===== config.mk =====
export PLATFORM = sky130hd
export DESIGN_NAME = rp_top
export DESIGN_NICKNAME = d
export VERILOG_FILES = /design/src/rtl/rp_bus_pkg.sv /design/src/rtl/rp_io_pkg.sv /design/src/rtl/rp_adc_decode.sv /design/src/rtl/rp_ams_regs.sv /design/src/rtl/rp_bus_decoder.sv /design/src/rtl/rp_exp_io.sv /design/src/rtl/rp_hk_regs.sv /design/src/rtl/rp_pdm.sv /design/src/rtl/rp_top.sv
export VERILOG_INCLUDE_DIRS = /design/src /design/src/rtl
export SDC_FILE = /design/constraint.sdc
export NUM_CORES = 1
export LEC_CHECK = 0
export BUFFER_PORTS_ARGS = -buffer_cell sky130_fd_sc_hd__buf_2
export CORE_ASPECT_RATIO = 1.2
export CORE_MARGIN = 3
export CORE_UTILIZATION = 40
export CTS_BUF_LIST = sky130_fd_sc_hd__clkbuf_4
export DETAILED_ROUTE_END_ITERATION = 7
export GPL_ROUTABILITY_DRIVEN = 0
export SLEW_MARGIN = 40
export SYNTH_ARGS = -nofsm -noshare
export SYNTH_HDL_FRONTEND = slang
export SYNTH_SLANG_ARGS = --single-unit

===== constraint.sdc =====
create_clock -name adc_clk_01 -period 6.2 [get_ports adc_clk_01]
set_clock_uncertainty 0.05 [all_clocks]
set_input_delay 0.62 -clock adc_clk_01 [delete_from_list [all_inputs] [get_ports adc_clk_01]]
set_output_delay 0.62 -clock adc_clk_01 [all_outputs]
set_load 0.005 [all_outputs]

===== src/rtl/rp_cfg.svh =====
//////////////////////////////
// board widths, register map and ID word
// offsets are byte addresses inside a 4 KB region
//////////////////////////////
`ifndef RP_CFG_SVH
`define RP_CFG_SVH

// datapath
`define RP_ADC_CH   4             // ADC channels
`define RP_ADC_DW   14            // bits per sample
`define RP_ADC_PINS 7             // DDR pins per channel
`define RP_EXP_W    11            // expansion pins per side
`define RP_PDM_CH   4
`define RP_PDM_RNG  255           // PDM full scale

// system bus
`define RP_BUS_AW   16
`define RP_BUS_DW   32
`define RP_REG_LSB  12            // region field starts here
`define RP_REG_W    3             // eight regions

`define RP_HK_ID    32'h5250_0401 // housekeeping ID word

// housekeeping offsets
`define RP_HK_ID_OFS   12'h000
`define RP_HK_LED_OFS  12'h004
`define RP_HK_TRIG_OFS 12'h008
`define RP_HK_PDIR_OFS 12'h00C
`define RP_HK_NDIR_OFS 12'h010
`define RP_HK_POUT_OFS 12'h014
`define RP_HK_NOUT_OFS 12'h018
`define RP_HK_PIN_OFS  12'h01C
`define RP_HK_NIN_OFS  12'h020
`define RP_HK_CNT_OFS  12'h030

// analog output, channel n at base + 4*n
`define RP_AMS_PDM_OFS 12'h000

`endif


===== src/rtl/rp_bus_pkg.sv =====
//////////////////////////////
// system bus types
// region index sits above the in-region offset
//////////////////////////////
`default_nettype none

`include "rp_cfg.svh"

package rp_bus_pkg;

  typedef logic [`RP_BUS_AW-1:0]  bus_addr_t; // full bus address
  typedef logic [`RP_BUS_DW-1:0]  bus_data_t; // read and write word
  typedef logic [`RP_REG_LSB-1:0] bus_ofs_t;  // offset inside one region

  // region map, only two regions are populated
  typedef enum logic [`RP_REG_W-1:0] {
    REG_HK     = 3'd0, // housekeeping
    REG_AMS    = 3'd1, // analog outputs
    REG_NONE_2 = 3'd2,
    REG_NONE_3 = 3'd3,
    REG_NONE_4 = 3'd4,
    REG_NONE_5 = 3'd5,
    REG_NONE_6 = 3'd6,
    REG_NONE_7 = 3'd7
  } bus_region_e;

endpackage

`default_nettype wire


===== src/rtl/rp_io_pkg.sv =====
//////////////////////////////
// ADC, PDM and expansion connector types
//////////////////////////////
`default_nettype none

`include "rp_cfg.svh"

package rp_io_pkg;

  // ADC
  typedef logic signed [`RP_ADC_DW-1:0] adc_sample_t; // two's complement sample
  typedef logic [`RP_ADC_PINS-1:0]      adc_pins_t;   // pins captured on one edge

  // analog outputs
  typedef logic [7:0] pdm_cfg_t; // density, 0 to 255

  // expansion connector, one side
  typedef logic [`RP_EXP_W-1:0] exp_word_t;

  // source of the trigger driven out on n[0]
  typedef enum logic {
    TRIG_SRC_SCOPE = 1'b0,
    TRIG_SRC_ASG   = 1'b1
  } trig_src_e;

endpackage

`default_nettype wire


===== src/rtl/rp_adc_decode.sv =====
//////////////////////////////
// rise and fall bits come already captured
// two cycles from pins to adc_dat_o
//////////////////////////////
`timescale 1ns/1ps
`default_nettype none

`include "rp_cfg.svh"

module rp_adc_decode (
  input  logic                   adc_clk_01,
  input  logic                   rst_i,
  input  rp_io_pkg::adc_pins_t   adc_rise_i [`RP_ADC_CH], // odd bits
  input  rp_io_pkg::adc_pins_t   adc_fall_i [`RP_ADC_CH], // even bits
  output rp_io_pkg::adc_sample_t adc_dat_o  [`RP_ADC_CH]
);

  import rp_io_pkg::*;

  adc_sample_t raw   [`RP_ADC_CH]; // reassembled offset code
  adc_sample_t dat_r [`RP_ADC_CH]; // first stage

  // interleave the DDR halves
  always_comb begin
    for (int ch = 0; ch < `RP_ADC_CH; ch++) begin
      for (int k = 0; k < `RP_ADC_PINS; k++) begin
        raw[ch][2*k]   = adc_fall_i[ch][k];
        raw[ch][2*k+1] = adc_rise_i[ch][k];
      end
    end
  end

  // negative slope offset binary to two's complement
  always_ff @(posedge adc_clk_01) begin
    if (rst_i) begin
      for (int ch = 0; ch < `RP_ADC_CH; ch++) begin
        dat_r[ch]     <= '0;
        adc_dat_o[ch] <= '0;
      end
    end else begin
      for (int ch = 0; ch < `RP_ADC_CH; ch++) begin
        dat_r[ch]     <= {raw[ch][`RP_ADC_DW-1], ~raw[ch][`RP_ADC_DW-2:0]}; // msb kept
        adc_dat_o[ch] <= dat_r[ch];
      end
    end
  end

endmodule

`default_nettype wire


===== src/rtl/rp_ams_regs.sv =====
//////////////////////////////
// four PDM settings, 8 bits each, one per word
//////////////////////////////
`timescale 1ns/1ps
`default_nettype none

`include "rp_cfg.svh"

module rp_ams_regs (
  input  logic                  adc_clk_01,
  input  logic                  rst_i,
  input  logic                  wen_i,
  input  logic                  ren_i,
  input  rp_bus_pkg::bus_ofs_t  ofs_i,
  input  rp_bus_pkg::bus_data_t wdata_i,
  output rp_bus_pkg::bus_data_t rdata_o,
  output logic                  ack_o,
  output logic                  err_o,
  output rp_io_pkg::pdm_cfg_t   pdm_cfg_o [`RP_PDM_CH]
);

  import rp_bus_pkg::*;

  bus_data_t rd_val;
  logic      hit; // offset names a channel

  always_comb begin
    hit    = 1'b0;
    rd_val = '0;
    for (int ch = 0; ch < `RP_PDM_CH; ch++) begin
      if (ofs_i == bus_ofs_t'(`RP_AMS_PDM_OFS + 4*ch)) begin
        hit    = 1'b1;
        rd_val = bus_data_t'(pdm_cfg_o[ch]);
      end
    end
  end

  always_ff @(posedge adc_clk_01) begin
    if (rst_i) begin
      for (int ch = 0; ch < `RP_PDM_CH; ch++)
        pdm_cfg_o[ch] <= '0;
    end else if (wen_i) begin
      for (int ch = 0; ch < `RP_PDM_CH; ch++) begin
        if (ofs_i == bus_ofs_t'(`RP_AMS_PDM_OFS + 4*ch))
          pdm_cfg_o[ch] <= wdata_i[7:0]; // upper bits dropped
      end
    end
  end

  always_ff @(posedge adc_clk_01) begin
    if (rst_i) begin
      ack_o <= 1'b0;
      err_o <= 1'b0;
    end else begin
      ack_o <= wen_i || ren_i;
      err_o <= (wen_i || ren_i) && !hit;
    end
  end

  always_ff @(posedge adc_clk_01) begin
    rdata_o <= ren_i ? rd_val : '0;
  end

endmodule

`default_nettype wire


===== src/rtl/rp_bus_decoder.sv =====
//////////////////////////////
// one strobe per request, no back-pressure
// answer two cycles after the strobe
// regions 2 to 7 answer with err
//////////////////////////////
`timescale 1ns/1ps
`default_nettype none

`include "rp_cfg.svh"

module rp_bus_decoder (
  input  logic                  adc_clk_01,
  input  logic                  rst_i,
  // master side
  input  rp_bus_pkg::bus_addr_t sys_addr_i,
  input  rp_bus_pkg::bus_data_t sys_wdata_i,
  input  logic                  sys_wen_i,
  input  logic                  sys_ren_i,
  output rp_bus_pkg::bus_data_t sys_rdata_o,
  output logic                  sys_ack_o,
  output logic                  sys_err_o,
  // region strobes
  output logic                  hk_wen_o,
  output logic                  hk_ren_o,
  output logic                  ams_wen_o,
  output logic                  ams_ren_o,
  output rp_bus_pkg::bus_ofs_t  ofs_o,
  output rp_bus_pkg::bus_data_t wdata_o,
  // region answers, one cycle after strobe
  input  rp_bus_pkg::bus_data_t hk_rdata_i,
  input  logic                  hk_ack_i,
  input  logic                  hk_err_i,
  input  rp_bus_pkg::bus_data_t ams_rdata_i,
  input  logic                  ams_ack_i,
  input  logic                  ams_err_i
);

  import rp_bus_pkg::*;

  bus_region_e region;
  logic        none_ack_q; // unmapped access, lined up with a region answer
  logic        ack_m;
  logic        err_m;
  bus_data_t   rdata_m;

  assign region = bus_region_e'(sys_addr_i[`RP_REG_LSB +: `RP_REG_W]);

  assign hk_wen_o  = sys_wen_i && (region == REG_HK);
  assign hk_ren_o  = sys_ren_i && (region == REG_HK);
  assign ams_wen_o = sys_wen_i && (region == REG_AMS);
  assign ams_ren_o = sys_ren_i && (region == REG_AMS);
  assign ofs_o     = sys_addr_i[`RP_REG_LSB-1:0]; // blocks see only the offset
  assign wdata_o   = sys_wdata_i;

  always_ff @(posedge adc_clk_01) begin
    if (rst_i)
      none_ack_q <= 1'b0;
    else
      none_ack_q <= (sys_wen_i || sys_ren_i) && (region != REG_HK) && (region != REG_AMS);
  end

  // at most one answer per cycle
  assign ack_m   = hk_ack_i | ams_ack_i | none_ack_q;
  assign err_m   = hk_err_i | ams_err_i | none_ack_q;
  assign rdata_m = hk_ack_i ? hk_rdata_i : (ams_ack_i ? ams_rdata_i : '0);

  //////////////////////////////
  // response register
  //////////////////////////////
  always_ff @(posedge adc_clk_01) begin
    if (rst_i) begin
      sys_ack_o <= 1'b0;
      sys_err_o <= 1'b0;
    end else begin
      sys_ack_o <= ack_m;
      sys_err_o <= err_m;
    end
  end

  always_ff @(posedge adc_clk_01) begin
    sys_rdata_o <= rdata_m;
  end

endmodule

`default_nettype wire


===== src/rtl/rp_exp_io.sv =====
//////////////////////////////
// pads arrive as separate in, out and enable
// inputs pass a two flop synchronizer
//////////////////////////////
`timescale 1ns/1ps
`default_nettype none

`include "rp_cfg.svh"

module rp_exp_io (
  input  logic                 adc_clk_01,
  input  logic                 rst_i,
  input  rp_io_pkg::exp_word_t exp_p_i,   // raw pad inputs
  input  rp_io_pkg::exp_word_t exp_n_i,
  // from housekeeping
  input  rp_io_pkg::exp_word_t exp_p_dir_i,
  input  rp_io_pkg::exp_word_t exp_n_dir_i,
  input  rp_io_pkg::exp_word_t exp_p_out_i,
  input  rp_io_pkg::exp_word_t exp_n_out_i,
  input  logic                 trig_out_en_i,
  input  rp_io_pkg::trig_src_e trig_src_i,
  // triggers from the dropped cores
  input  logic                 scope_trig_i,
  input  logic                 trig_asg_i,
  // pads
  output rp_io_pkg::exp_word_t exp_p_o,
  output rp_io_pkg::exp_word_t exp_p_oe_o,
  output rp_io_pkg::exp_word_t exp_n_o,
  output rp_io_pkg::exp_word_t exp_n_oe_o,
  // readback and external trigger
  output rp_io_pkg::exp_word_t exp_p_in_o,
  output rp_io_pkg::exp_word_t exp_n_in_o,
  output logic                 trig_ext_o
);

  import rp_io_pkg::*;

  exp_word_t p_meta, n_meta; // first sync stage
  logic      trig_sel;

  always_ff @(posedge adc_clk_01) begin
    if (rst_i) begin
      p_meta     <= '0;
      n_meta     <= '0;
      exp_p_in_o <= '0;
      exp_n_in_o <= '0;
    end else begin
      p_meta     <= exp_p_i;
      n_meta     <= exp_n_i;
      exp_p_in_o <= p_meta;
      exp_n_in_o <= n_meta;
    end
  end

  assign trig_ext_o = exp_p_in_o[0]; // external trigger on p[0]

  //////////////////////////////
  // n[0] alternate function
  //////////////////////////////
  assign trig_sel = (trig_src_i == TRIG_SRC_ASG) ? trig_asg_i : scope_trig_i;

  assign exp_p_o    = exp_p_out_i;
  assign exp_p_oe_o = exp_p_dir_i;
  assign exp_n_o    = trig_out_en_i ? {exp_n_out_i[`RP_EXP_W-1:1], trig_sel} : exp_n_out_i;
  assign exp_n_oe_o = exp_n_dir_i | exp_word_t'(trig_out_en_i); // forces n[0] out

endmodule

`default_nettype wire


===== src/rtl/rp_hk_regs.sv =====
//////////////////////////////
// ID, inputs and unlock count are read only
// a write to them or an unknown offset gives err
//////////////////////////////
`timescale 1ns/1ps
`default_nettype none

`include "rp_cfg.svh"

module rp_hk_regs (
  input  logic                  adc_clk_01,
  input  logic                  rst_i,
  // region bus
  input  logic                  wen_i,
  input  logic                  ren_i,
  input  rp_bus_pkg::bus_ofs_t  ofs_i,
  input  rp_bus_pkg::bus_data_t wdata_i,
  output rp_bus_pkg::bus_data_t rdata_o,
  output logic                  ack_o,
  output logic                  err_o,
  // status
  input  logic                  pll_locked_i,
  input  rp_io_pkg::exp_word_t  exp_p_in_i, // already synchronized
  input  rp_io_pkg::exp_word_t  exp_n_in_i,
  // configuration
  output logic [7:0]            led_o,
  output logic                  trig_out_en_o,
  output rp_io_pkg::trig_src_e  trig_src_o,
  output rp_io_pkg::exp_word_t  exp_p_dir_o, // 1 = output
  output rp_io_pkg::exp_word_t  exp_n_dir_o,
  output rp_io_pkg::exp_word_t  exp_p_out_o,
  output rp_io_pkg::exp_word_t  exp_n_out_o
);

  import rp_bus_pkg::*;
  import rp_io_pkg::*;

  bus_data_t unlock_cnt; // wraps
  bus_data_t rd_val;
  logic      known;
  logic      ro;

  assign ro = (ofs_i == `RP_HK_ID_OFS)  || (ofs_i == `RP_HK_PIN_OFS) ||
              (ofs_i == `RP_HK_NIN_OFS) || (ofs_i == `RP_HK_CNT_OFS);

  // read mux
  always_comb begin
    rd_val = '0;
    known  = 1'b1;
    case (ofs_i)
      `RP_HK_ID_OFS:   rd_val = `RP_HK_ID;
      `RP_HK_LED_OFS:  rd_val = bus_data_t'(led_o);
      `RP_HK_TRIG_OFS: rd_val = bus_data_t'({trig_src_o, trig_out_en_o});
      `RP_HK_PDIR_OFS: rd_val = bus_data_t'(exp_p_dir_o);
      `RP_HK_NDIR_OFS: rd_val = bus_data_t'(exp_n_dir_o);
      `RP_HK_POUT_OFS: rd_val = bus_data_t'(exp_p_out_o);
      `RP_HK_NOUT_OFS: rd_val = bus_data_t'(exp_n_out_o);
      `RP_HK_PIN_OFS:  rd_val = bus_data_t'(exp_p_in_i);
      `RP_HK_NIN_OFS:  rd_val = bus_data_t'(exp_n_in_i);
      `RP_HK_CNT_OFS:  rd_val = unlock_cnt;
      default:         known  = 1'b0;
    endcase
  end

  //////////////////////////////
  // writable registers
  //////////////////////////////
  always_ff @(posedge adc_clk_01) begin
    if (rst_i) begin
      led_o         <= '0;
      trig_out_en_o <= 1'b0;
      trig_src_o    <= TRIG_SRC_SCOPE;
      exp_p_dir_o   <= '0; // all pads input
      exp_n_dir_o   <= '0;
      exp_p_out_o   <= '0;
      exp_n_out_o   <= '0;
    end else if (wen_i) begin
      case (ofs_i)
        `RP_HK_LED_OFS:  led_o <= wdata_i[7:0];
        `RP_HK_TRIG_OFS: begin
          trig_out_en_o <= wdata_i[0];
          trig_src_o    <= trig_src_e'(wdata_i[1]);
        end
        `RP_HK_PDIR_OFS: exp_p_dir_o <= wdata_i[`RP_EXP_W-1:0];
        `RP_HK_NDIR_OFS: exp_n_dir_o <= wdata_i[`RP_EXP_W-1:0];
        `RP_HK_POUT_OFS: exp_p_out_o <= wdata_i[`RP_EXP_W-1:0];
        `RP_HK_NOUT_OFS: exp_n_out_o <= wdata_i[`RP_EXP_W-1:0];
        default: ; // read only or unmapped
      endcase
    end
  end

  // cycles spent with the PLL unlocked
  always_ff @(posedge adc_clk_01) begin
    if (rst_i)
      unlock_cnt <= '0;
    else if (!pll_locked_i)
      unlock_cnt <= unlock_cnt + 1'b1;
  end

  // answer one cycle after the strobe
  always_ff @(posedge adc_clk_01) begin
    if (rst_i) begin
      ack_o <= 1'b0;
      err_o <= 1'b0;
    end else begin
      ack_o <= wen_i || ren_i;
      err_o <= (wen_i || ren_i) && (!known || (wen_i && ro));
    end
  end

  always_ff @(posedge adc_clk_01) begin
    rdata_o <= ren_i ? rd_val : '0;
  end

endmodule

`default_nettype wire


===== src/rtl/rp_pdm.sv =====
//////////////////////////////
// first order PDM, range fixed at 255
// setting n gives n ones in any 255 cycles
//////////////////////////////
`timescale 1ns/1ps
`default_nettype none

`include "rp_cfg.svh"

module rp_pdm (
  input  logic                   adc_clk_01,
  input  logic                   rst_i,
  input  rp_io_pkg::pdm_cfg_t    pdm_cfg_i [`RP_PDM_CH],
  output logic [`RP_PDM_CH-1:0]  pdm_o
);

  logic [7:0] acc_q [`RP_PDM_CH]; // always below the range
  logic [8:0] sum   [`RP_PDM_CH];

  always_comb begin
    for (int ch = 0; ch < `RP_PDM_CH; ch++)
      sum[ch] = {1'b0, acc_q[ch]} + {1'b0, pdm_cfg_i[ch]};
  end

  always_ff @(posedge adc_clk_01) begin
    if (rst_i) begin
      pdm_o <= '0;
      for (int ch = 0; ch < `RP_PDM_CH; ch++)
        acc_q[ch] <= '0;
    end else begin
      for (int ch = 0; ch < `RP_PDM_CH; ch++) begin
        if (sum[ch] >= `RP_PDM_RNG) begin // overflow, emit a one
          acc_q[ch] <= 8'(sum[ch] - `RP_PDM_RNG);
          pdm_o[ch] <= 1'b1;
        end else begin
          acc_q[ch] <= sum[ch][7:0];
          pdm_o[ch] <= 1'b0;
        end
      end
    end
  end

endmodule

`default_nettype wire


===== src/rtl/rp_top.sv =====
//////////////////////////////
// fabric housekeeping of the 4 channel board
// single clock, no PS, scope or ASG inside
//////////////////////////////
`timescale 1ns/1ps
`default_nettype none

`include "rp_cfg.svh"

module rp_top (
  input  logic                   adc_clk_01,
  input  logic                   rst_i,
  // ADC, captured DDR halves
  input  rp_io_pkg::adc_pins_t   adc_rise_i [`RP_ADC_CH],
  input  rp_io_pkg::adc_pins_t   adc_fall_i [`RP_ADC_CH],
  output rp_io_pkg::adc_sample_t adc_dat_o  [`RP_ADC_CH],
  // system bus
  input  rp_bus_pkg::bus_addr_t  sys_addr_i,
  input  rp_bus_pkg::bus_data_t  sys_wdata_i,
  input  logic                   sys_wen_i,
  input  logic                   sys_ren_i,
  output rp_bus_pkg::bus_data_t  sys_rdata_o,
  output logic                   sys_ack_o,
  output logic                   sys_err_o,
  // misc
  input  logic                   pll_locked_i,
  output logic [7:0]             led_o,
  output logic [`RP_PDM_CH-1:0]  pdm_o,
  input  logic                   scope_trig_i,
  input  logic                   trig_asg_i,
  output logic                   trig_ext_o,
  // expansion connector
  input  rp_io_pkg::exp_word_t   exp_p_i,
  input  rp_io_pkg::exp_word_t   exp_n_i,
  output rp_io_pkg::exp_word_t   exp_p_o,
  output rp_io_pkg::exp_word_t   exp_p_oe_o,
  output rp_io_pkg::exp_word_t   exp_n_o,
  output rp_io_pkg::exp_word_t   exp_n_oe_o
);

  import rp_bus_pkg::*;
  import rp_io_pkg::*;

  // region bus
  logic      hk_wen, hk_ren, ams_wen, ams_ren;
  bus_ofs_t  ofs;
  bus_data_t wdata;
  bus_data_t hk_rdata, ams_rdata;
  logic      hk_ack, hk_err, ams_ack, ams_err;

  // housekeeping to pads
  exp_word_t exp_p_dir, exp_n_dir, exp_p_out, exp_n_out;
  exp_word_t exp_p_in, exp_n_in;
  logic      trig_out_en;
  trig_src_e trig_src;

  pdm_cfg_t  pdm_cfg [`RP_PDM_CH];

  rp_adc_decode adc_decode (
    .adc_clk_01 (adc_clk_01), .rst_i (rst_i),
    .adc_rise_i (adc_rise_i), .adc_fall_i (adc_fall_i), .adc_dat_o (adc_dat_o)
  );

  rp_bus_decoder bus_decoder (
    .adc_clk_01  (adc_clk_01),  .rst_i       (rst_i),
    .sys_addr_i  (sys_addr_i),  .sys_wdata_i (sys_wdata_i),
    .sys_wen_i   (sys_wen_i),   .sys_ren_i   (sys_ren_i),
    .sys_rdata_o (sys_rdata_o), .sys_ack_o   (sys_ack_o), .sys_err_o (sys_err_o),
    .hk_wen_o    (hk_wen),      .hk_ren_o    (hk_ren),
    .ams_wen_o   (ams_wen),     .ams_ren_o   (ams_ren),
    .ofs_o       (ofs),         .wdata_o     (wdata),
    .hk_rdata_i  (hk_rdata),    .hk_ack_i    (hk_ack),    .hk_err_i  (hk_err),
    .ams_rdata_i (ams_rdata),   .ams_ack_i   (ams_ack),   .ams_err_i (ams_err)
  );

  rp_hk_regs hk_regs (
    .adc_clk_01    (adc_clk_01),   .rst_i        (rst_i),
    .wen_i         (hk_wen),       .ren_i        (hk_ren),
    .ofs_i         (ofs),          .wdata_i      (wdata),
    .rdata_o       (hk_rdata),     .ack_o        (hk_ack),    .err_o (hk_err),
    .pll_locked_i  (pll_locked_i),
    .exp_p_in_i    (exp_p_in),     .exp_n_in_i   (exp_n_in),
    .led_o         (led_o),
    .trig_out_en_o (trig_out_en),  .trig_src_o   (trig_src),
    .exp_p_dir_o   (exp_p_dir),    .exp_n_dir_o  (exp_n_dir),
    .exp_p_out_o   (exp_p_out),    .exp_n_out_o  (exp_n_out)
  );

  rp_ams_regs ams_regs (
    .adc_clk_01 (adc_clk_01), .rst_i   (rst_i),
    .wen_i      (ams_wen),    .ren_i   (ams_ren),
    .ofs_i      (ofs),        .wdata_i (wdata),
    .rdata_o    (ams_rdata),  .ack_o   (ams_ack), .err_o (ams_err),
    .pdm_cfg_o  (pdm_cfg)
  );

  rp_pdm pdm (
    .adc_clk_01 (adc_clk_01), .rst_i (rst_i),
    .pdm_cfg_i  (pdm_cfg),    .pdm_o (pdm_o)
  );

  rp_exp_io exp_io (
    .adc_clk_01    (adc_clk_01),   .rst_i       (rst_i),
    .exp_p_i       (exp_p_i),      .exp_n_i     (exp_n_i),
    .exp_p_dir_i   (exp_p_dir),    .exp_n_dir_i (exp_n_dir),
    .exp_p_out_i   (exp_p_out),    .exp_n_out_i (exp_n_out),
    .trig_out_en_i (trig_out_en),  .trig_src_i  (trig_src),
    .scope_trig_i  (scope_trig_i), .trig_asg_i  (trig_asg_i),
    .exp_p_o       (exp_p_o),      .exp_p_oe_o  (exp_p_oe_o),
    .exp_n_o       (exp_n_o),      .exp_n_oe_o  (exp_n_oe_o),
    .exp_p_in_o    (exp_p_in),     .exp_n_in_o  (exp_n_in),
    .trig_ext_o    (trig_ext_o)
  );

endmodule

`default_nettype wire


### Word level (Yosys, flattened, before mapping)

Memories as Yosys holds them, arrays and structs flattened. A register that Yosys moved wholly into a read port is not among the register bits.
Index checks and enable logic that the tools add are counted.

| cells by class | value |
|---|---|
| magnitude comparators | 4 |
| multiplexer cells | 53 |
| reductions and logical operators | 33 |
| eq/ne operators | 11 |
| $add $sub $neg | 9 |
| bitwise logic cells | 22 |

Operators by type and width:

| kind | number |
|---|---|
| 32-bit one-hot mux with 10 select lines | 1 |
| 8-bit 2-to-1 mux | 12 |
| 32-bit 2-to-1 mux | 2 |
| 14-bit 2-to-1 mux | 4 |
| 13-bit NOT | 4 |
| 12-bit by 5-bit == test with 1-bit output, second input constant | 4 |
| 8-bit by 8-bit adder with 9-bit output | 4 |
| 9-bit by 8-bit >= comparator with 1-bit output, second input constant | 4 |
| 1-bit 2-to-1 mux | 34 |
| 32-bit by 1-bit adder with 32-bit output, second input constant | 1 |
| 8-bit subtractor, second input constant | 4 |
| 12-bit by 4-bit == test with 1-bit output, second input constant | 2 |
| 12-bit by 6-bit == test with 1-bit output, second input constant | 2 |
| 2-bit AND reduction | 10 |
| 1-bit bitwise OR | 16 |
| 12-bit by 3-bit == test with 1-bit output, second input constant | 1 |
| 12-bit zero test | 1 |
| 11-bit by 1-bit bitwise OR with 11-bit output | 1 |
| 10-bit OR reduction | 1 |
| 1-bit logical AND | 9 |
| 1-bit logical OR | 7 |
| 4-bit OR reduction | 1 |
| 3-bit by 1-bit == test with 1-bit output, second input constant | 1 |
| 3-bit zero test | 1 |
| 4 further kinds | 5 |

| storage, ports and cells | value |
|---|---|
| register bits after elaboration | 269 |
| word-level logic and storage cells | 162 |
| memory bits (writable) | 88 |
| output and inout port bits | 147 |
| memories kept | 2 |

Memories:

| name | depth | width | read ports | clocked after Yosys merged registers in | write ports | line | text |
|---|---|---|---|---|---|---|---|
| adc_decode.dat_r | 4 | 14 | 4 | 4 | 4 | rp_adc_decode.sv:21 | `` adc_sample_t dat_r [`RP_ADC_CH]; `` |
| pdm.acc_q | 4 | 8 | 4 | 0 | 4 | rp_pdm.sv:17 | `` logic [7:0] acc_q [`RP_PDM_CH]; `` |

### Longest topological paths before layout

Gate-level depths: netlist of run 1.
An unclocked memory read counts as a cell.

| depth | value |
|---|---|
| word-level depth | 8 |
| mapped depth | 9 |
| mapped depth without buffers | 9 |

### Hierarchy

Synthesis of run 1 repeated with hierarchy kept, for this count alone.

| second synthesis, totals | value |
|---|---|
| cells, all modules | 1,659 |
| area total of the unflattened synthesis | 16,673.5 um^2 |

Modules (own cells, without submodules):

| module | times used | cells each | area each (um^2) | seq. area each (um^2) |
|---|---|---|---|---|
| rp_hk_regs | 1 | 572 | 5,297.6 | 2,402.3 |
| rp_pdm | 1 | 377 | 3,450.8 | 1,041.0 |
| rp_adc_decode | 1 | 236 | 2,895.3 | 2,242.2 |
| rp_ams_regs | 1 | 202 | 2,057.0 | 840.8 |
| rp_exp_io | 1 | 139 | 1,524.0 | 880.8 |
| rp_bus_decoder | 1 | 133 | 1,448.9 | 700.7 |

### Worst setup path before layout of run 1

OpenSTA, ideal clock, no wires.

| timing path | value |
|---|---|
| kind | register -> register |
| start | mem pdm.acc_q[3][0], in the netlist pdm.acc_q[0][24] |
| end | mem pdm.acc_q[3][3], in the netlist pdm.acc_q[0][27], data pin |
| data required time | 6.019 ns |
| data arrival time | 2.646 ns |
| slack | 3.373 ns |
| clock period less this slack | 2.827 ns |
| buffers on the path | 0 |
| stages on the path, launching flop included | 10 |
| cells stage by stage | edfxtp_1 > ha_1 > fa_1 > a21o_2 > a221oi_2 > xnor2_1 > nand3_2 > o31a_1 > or4_1 > nand2_1 |

RTL lines:

| element | line |
|---|---|
| from (decl) | rp_pdm.sv:17 |

==> metrics.cfg, run 1 <==
[worst_setup_path]
cp-start-kind=register
path_class=register to register
cpMaxStageDelayCell=fa_1
path_cells=ha_1 -> fa_1 -> a21oi_1 -> o21ai_1 -> a2111oi_1 -> a21oi_2 -> a31oi_4 -> mux2i_1 -> nor2_1
worstSetupEndpointType=register
path_buf_inv=0
slowest_delay_ns=0.48
cp_max_fo=10
crit_required_ns=6.65
path_delay_family=compound AO/OA/AOI/OAI gates
cp.arrival_ns=3.53

[routing]
dr.pass1.iters=7
route.detailed.wl_per_inst_um=16.6
drt_iter0_drc=801
wirelength_mm=42.0
vias=12700
viasPerCell=5.03
drc_errors=0
ant_nets=0

[synth]
synth_xor_xnor_area_share=0.0309
syn_area_per_cell_um2=9.54
synth.distinct_cells=86
synth.top_cell.area_share=0.467
yosys-mux-area-fraction=0.0194
yosysMostFrequentCell=dfxtp_1
synth-simple-area-share=0.220
syn_inst=1603
synth_compound_area_frac=0.129
synth_area_leaders=dfxtp_1 47%, edfxtp_1 6.3%, nand2_1 5.2%
synth_edf_count=32
yosysSeqAreaShare=0.530
syn-cell-area_mm2=0.0153
synth_seq_cells=389
synth_top_area_cell=dfxtp_1
yosys_warnings=0
synthFlopType=dfxtp_1
yosys.area_share.adder=0.0355
synth_top_family_by_area=simple AND/OR/NAND/NOR gates
async_reset_ff_frac=0
yosys-top-cells-count=357 x dfxtp_1, 211 x nand2_1, 154 x a21oi_1

[timing]
period_minus_slack_ns=3.08
hold_viol_final=0
fmax_ghz=0.325
tightest_slew_ns=0.843
setup_viol=0
worst_slack_ns=3.12
rsz0062_at_grt=no
relSlewSlack=0.438
min_period_over_period=0.497
maxSlewViolCount=0
tns_ns=0

[cts]
cts.repair.resized=0
cts-buffers-inserted=96
tritoncts=yes
clock_latency_ns=0.80
h-tree-depth=3
clk_pin_slew_worst_paths_ns=0.06
cts_sinks=389
clockBufferDepth=3
cts_root_buf=clkbuf_4

[placed_design]
placed_cell_area_mm2=0.0169
dp_slack_ns=3.03
dp_hpwl_mm=29.2
port_buffers=257

[floorplan]
die_x_um=185
fp.dieH_um=220
io_pins=280
initial_core_util=0.410
num_rows=77
die-area_mm2=0.0406
coreArea_mm2=0.0373

[global_routing]
grt_antenna_before_repair=1
track_usage=0.204
grt_pass1_vias=12500
grt_max_degree=116
grt_pass1_wl_mm=65.7
overflow=0

[pwr]
power_leakage_nw=7.89
peakVddDrop_uv=223
power_density_mw_per_mm2=266

[finish]
final_net_count=2151
final_area_mm2=0.0190
final_layout_size_suffix_gt1_frac=0.227
areaGrowthSynthToFinish_pct=24.0

[hold_path]
hold_class=primary input to register

[run]
maxCapViolCount=0

[run_status]
outcome=finished, final reports clean

-- power breakdown --
group / switching [W] / total (W) / internal (W)
registers: 0.0000203 / 0.00262 / 0.00260
logic: 0.000165 / 0.000299 / 0.000135
clock network: 0.00103 / 0.00213 / 0.00110
-- worst paths after layout --
path / startpoint / end / slack (ns) / depth (start not counted)
worst max-delay path: pdm.acc_q[0][0] / pdm.acc_q[0][1] / 3.12 / 9
worst min-delay path: exp_n_i[10] / exp_io.n_meta[10] / 0.07 / 2
worst max register to register: pdm.acc_q[0][0] / pdm.acc_q[0][1] / 3.12 / 9
worst min register to register: hk_regs.rdata_o[12] / bus_decoder.sys_rdata_o[12] / 0.38 / 1
-- registers in the layout (all words and copies together), names as in the netlist, 32 cells and up --
register / count
adc_dat_o: 56
adc_decode.dat_r: 56
ams_regs.pdm_cfg_o: 32
bus_decoder.sys_rdata_o: 32
hk_regs.rdata_o: 32
hk_regs.unlock_cnt: 32
pdm.acc_q: 32
-- cells by family (layout without fill, tap and decap cells) --
kind of cell | Yosys count | after routing
flops | 389 | 389
fa+ha+maj | 41 | 41
simple gates | 676 | 676
compound gates | 299 | 299
xor+xnor | 54 | 54
buf+inv | 116 | 539
mux | 27 | 27
other cells | 1 | 35
-- layer usage --
metal | vias up | share of wire | GRT usage | wire length [um]
li1 | 6280 | - | - | -
met1 | 5898 | 0.42 | 0.250 | 17600
met2 | 469 | 0.47 | 0.339 | 19800
met3 | 95 | 0.076 | 0.0602 | 3200
met4 | 0 | 0.032 | 0.0819 | 1350
met5 | - | 0 | 0 | 0
-- area by class of cell --
cell class,count,area [um^2]
diodes,3,7.51
clock buffers,142,1070
clock inverters,36,184
fillers,3459,18300
inverters,18,67.6
multi-input cells,1129,6800
flip-flops and latches,389,8110
well taps,474,593
repair buffers,343,2140
-- layout by cell type, fill, tap and decap left out, drive strengths merged, types with 15 or more instances in the layout --
cell type,count
nor3,22
dlygate4sd3,78
clkinv,33
ha,37
inv,19
o21ai,29
nor2b,111
and3,16
dfxtp,357
mux2i,15
nand2,212
clkbuf,142
xnor2,20
buf,265
nor2,154
xor2,34
a21oi,157
edfxtp,32
nand3,50
and2,50
conb,32
a22oi,21
-- repair_timing --
item / in CTS / in global routing
hold buffers: 78 / 0
hold endpoints to repair: 79 / 0
buffers inserted: 0 / 0
-- through the flow --
stage	total power (W)	std cells	util	hold WS (ns)
6_report	0.00505	2534	0.509	0.0674
4_1_cts	0.00512	2531	0.509	0.00492
3_5_place_dp	0.00293	2275	0.454	0.367
3_3_place_gp	0.00293	2274	0.453	0.365
5_1_grt	0.00530	2532	0.509	0.0243
2_1_floorplan	0.00283	1634	-	0.351
Note: power is estimated with default switching activity, not from simulation.
==> run 2: changes to the inputs <==
Clock period 6.2 ns to 2.6 ns, I/O delays scaled along.
==> metrics.cfg, run 2 (synthesis gave the netlist of run 1 again) <==
[finish]
reg_top3=adc_dat_o x56, adc_decode.dat_r x56
final_cell_mix=357 x dfxtp_1, 258 x buf_2, 211 x nand2_1
ff_latch_area_mm2=0.00811
areaGrowthSynthToFinish_pct=35.9
fillCellCount=3269
final_core_util=0.558
multi_input_area_mm2=0.00718
final_layout_size_suffix_gt1_frac=0.288
final_net_count=2310
final_common_cell=dfxtp_1

[hold_path]
hold_class=primary input to register
hold-path-cell-count=3

[floorplan]
initial_core_util=0.410
coreArea_mm2=0.0373
fp.dieH_um=220
die-area_mm2=0.0406
die_x_um=185
io_pins=280
num_rows=77

[worst_setup_path]
cp_max_fo=4
crit_required_ns=3.11
cp.arrival_ns=3.26
path_delay_family=compound AO/OA/AOI/OAI gates
slowest_delay_ns=0.42
cp-start-kind=register
reg2regPathDepth=9
path_cells=ha_1 -> a21oi_2 -> o211ai_1 -> o221a_4 -> nor4_4 -> a31oi_4 -> buf_6 -> a2111oi_4 -> a211oi_2
path_depth=9
cpMaxStageDelayCell=edfxtp_1
path_buf_inv=1
path_class=register to register
worstSetupEndpointType=register

[run_status]
outcome=finished, violations left
violations=negative setup slack

[placed_design]
dp_slack_ns=-0.223
port_buffers=257
dp_hpwl_mm=30.7

[run]
maxCapViolCount=0

[cts]
cts_sinks=389
h-tree-depth=3
clk_pin_slew_worst_paths_ns=0.08
clock_latency_ns=0.81
tritoncts=yes
cts_root_buf=clkbuf_4
cts-buffers-inserted=97
clockBufferDepth=3

[routing]
viasPerCell=5.02
wirelength_mm=46.3
drc_errors=0
dr.pass1.iters=6
route.detailed.wl_per_inst_um=17.3
vias=13500
drt_iter0_drc=864
ant_nets=0

[timing]
period_minus_slack_ns=2.76
hold_slack_ns=0.101
min_period_over_period=1.06
worst_slack_ns=-0.156
maxSlewViolCount=0
setup_viol=18
relSlewSlack=0.503
tightest_slew_ns=0.745
rsz0062_at_grt=yes
hold_viol_final=0
fmax_ghz=0.363

[pwr]
total_power_w=0.0125
peakVddDrop_uv=442
power_density_mw_per_mm2=600
power_leakage_nw=8.76

[global_routing]
grt_pass1_wl_mm=71.1
overflow=0
grt_pass1_vias=13600
grt_antenna_before_repair=3
track_usage=0.223
grt_max_degree=79

run 2: cell count changes in the layout (fill, tap and decap cells not counted), sizes merged, moves of 3 or more:
cell and change:
clkbuf -6, bufinv +3, dlygate4sd3 +40, clkinv -9
buf +118
run 2: layer usage:
metal / track usage / routed length (um)
met1: 0.261 / 18800
met3: 0.0663 / 3660
met2: 0.377 / 22100
met4: 0.104 / 1670
met5: 0 / 32
run 2: worst min-delay path, stage by stage:
cell	delay, ns
dlygate4sd3_1	0.52
buf_2	0.10
nor2_1	0.03
run 2: what timing repair did:
action,CTS,global route
hold buffers,122,0
hold endpoints to repair,264,0
setup endpoints to repair,27,32
gates resized for setup,35,44
setup buffers,14,12
pin swaps,20,26
run 2: final cells by class:
type,instances,area share
Inverter,18,0.00325
Clock buffer,136,0.0491
Timing Repair Buffer,501,0.171
Multi-Input combinational cell,1129,0.345
Antenna cell,2,0.000241
Sequential cell,389,0.390
Clock inverter,32,0.0125
Tap cell,474,0.0285
run 2: worst paths after layout:
check,startpoint,to,slack (ns)
min reg2reg,ams_regs.rdata_o[5],bus_decoder.sys_rdata_o[5],0.35
min,adc_fall_i[19],adc_decode.dat_r[1][10],0.10
max reg2reg,pdm.acc_q[0][4],pdm.acc_q[0][4],-0.16
max,pdm.acc_q[0][4],pdm.acc_q[0][4],-0.16
run 2: metrics by stage:
stage          setup TNS [ns]  instances  area (um^2)
3_5_place_dp            -2.30       2364        17700
6_report                -1.09       2681        20800
5_1_grt                 -3.93       2680        20800
3_3_place_gp            -1.40       2364        17700
4_1_cts                -0.903       2668        20500
2_1_floorplan          -0.188       1634        15400
run 2: power breakdown:
| part | total [W] | leakage (nW) | switching, W | internal, W |
|---|---|---|---|---|
| Combinational | 0.000900 | 4.77 | 0.000467 | 0.000433 |
| Clock | 0.00533 | 0.748 | 0.00250 | 0.00283 |
| Sequential | 0.00625 | 3.24 | 0.0000530 | 0.00619 |
| Total | 0.0125 | 8.76 | 0.00302 | 0.00945 |
==> run 3: changes to the inputs <==
Settings changed: CORE_UTILIZATION 40 to 52, GPL_ROUTABILITY_DRIVEN 0 to default, PLACE_DENSITY from default to 0.78.
==> metrics.cfg, run 3 (synthesis gave the netlist of run 1 again) <==
[global_routing]
track_usage=0.274
use_met1=0.316
overflow=0
grt_max_degree=153
grt_pass1_vias=13800
grtUsageMet2=0.466
grt_pass1_wl_mm=69.7
grt_antenna_before_repair=1
top_usage_layer=met2
use_met3=0.0821

[timing]
tightest_slew_ns=0.656
worst_slack_ns=-0.212
maxSlewViolCount=0
period_minus_slack_ns=2.81
hold_viol_final=0
relSlewSlack=0.563
rsz0062_at_grt=yes
fmax_ghz=0.356
min_period_over_period=1.08
setup_viol=16

[pwr]
clkPwrFrac=0.401
power_frac_comb=0.075
power_leakage_nw=8.57
seq_power_share=0.524
power_density_mw_per_mm2=587
total_power_w=0.0119
p_sw_frac=0.244
p_switching_w=0.00291
p_int_w=0.00901
peakVddDrop_uv=517

[placed_design]
port_buffers=257
dp_hpwl_mm=29.3
place_congestion=0.971

[routing]
dr.pass1.iters=8
ant_nets=0
wirelength_mm=44.8
drc_errors=1
viasPerCell=5.33
route.detailed.wl_per_inst_um=17.5
vias=13700
drt_iter0_drc=1159

[worst_setup_path]
worstSetupEndpointType=register
path_class=register to register
cp_max_fo=8
crit_required_ns=2.98
rrSetupSlack_ns=-0.21
cp.arrival_ns=3.19
cp-start-kind=register

[cts]
tritoncts=yes
clockBufferDepth=3
cts_root_buf=clkbuf_4
cts-buffers-inserted=92
h-tree-depth=3
clock_latency_ns=0.72
clk_pin_slew_worst_paths_ns=0.07
cts_sinks=389

[floorplan]
die-area_mm2=0.0315
die_x_um=163
coreArea_mm2=0.0288
fp.dieH_um=194
io_pins=280
initial_core_util=0.530
num_rows=68

[hold_path]
hold_class=primary input to register

[finish]
reg_top3=adc_dat_o x56, adc_decode.dat_r x56
final_common_cell=dfxtp_1
final_core_util=0.704
final_net_count=2289
final_cell_mix=357 x dfxtp_1, 256 x buf_2, 211 x nand2_1
final_layout_size_suffix_gt1_frac=0.279
areaGrowthSynthToFinish_pct=32.8
fillCellCount=2098

[run_status]
outcome=finished, violations left
violations=design-rule violations, negative setup slack

[run]
maxCapViolCount=0

==> run 3: cell types whose count changed in the layout (fill, tap and decap cells not counted), moves of 3 or more <==
cell,previous run,this run
clkbuf_4,136,128
buf_4,108,102
clkinv_1,16,20
a211oi_1,4,7
bufinv_16,4,1
dlygate4sd3_1,118,115
nor2_2,2,5
==> run 3: per-layer routing <==
layer,vias up,wire length (um),share of wire
li1,6530,-,-
met4,0,1900,0.042
met1,6365,17100,0.38
met2,674,21800,0.49
met5,-,0,0
met3,129,4110,0.092
==> run 3: timing repair <==
item | CTS | global route
pin swaps | 19 | 28
hold buffers | 115 | 0
endpoints found under the setup margin | 25 | 29
endpoints found under the hold margin | 218 | 0
gates cloned | 0 | 0
setup buffers | 16 | 10
resized for setup | 34 | 40
==> run 3: worst max-delay path: stages (launching register included) <==
cell and delay, ns:
edfxtp_1 0.38, ha_2 0.22, fa_2 0.37, a21o_4 0.23, a221oi_4 0.28, xnor2_2 0.17
nand3_2 0.14, buf_6 0.15, o31ai_4 0.17, buf_6 0.17, and3_1 0.17, nor3_1 0.05
==> run 3: through the flow <==
step | instances | instance area, um^2 | hold WS, ns | TNS (ns) | worst slack, ns
2_1_floorplan | 1634 | 15400 | 0.277 | -0.188 | -0.0753
3_3_place_gp | 2266 | 17500 | 0.363 | -1.39 | -0.175
3_5_place_dp | 2266 | 17500 | 0.365 | -3.21 | -0.225
4_1_cts | 2558 | 20000 | 0.0377 | -0.839 | -0.123
5_1_grt | 2569 | 20300 | 0.137 | -4.79 | -0.333
6_report | 2569 | 20300 | 0.135 | -2.24 | -0.212
==> run 3: cell type report <==
class                      count  area, um^2  share of cell area
tap                          385         482              0.0237
clock buffer                 128         961              0.0473
multi-input combinational   1129        7150               0.352
inverter                      18        67.6             0.00333
clock inverter                34         176             0.00868
antenna                        1        2.50            0.000123
sequential                   389        8110               0.399
timing repair buffer         485        3360               0.166
==> run 3: worst paths after layout <==
kind                        from                          end  cells after the start
max reg2reg     pdm.acc_q[0][24]             pdm.acc_q[0][26]                     11
min                sys_addr_i[3]          hk_regs.rdata_o[10]                      4
max             pdm.acc_q[0][24]             pdm.acc_q[0][26]                     11
min reg2reg  hk_regs.rdata_o[13]  bus_decoder.sys_rdata_o[13]                      1
==> run 3: power groups by stage <==
stage / sequential, W / combinational [W] / clock (W)
final: 0.00625 / 0.000888 / 0.00478
after global routing: 0.00626 / 0.000961 / 0.00522
after detailed placement: 0.00638 / 0.000664 / 0
after floorplan: 0.00636 / 0.000387 / 0
after CTS: 0.00624 / 0.000829 / 0.00487
after global placement: 0.00637 / 0.000641 / 0
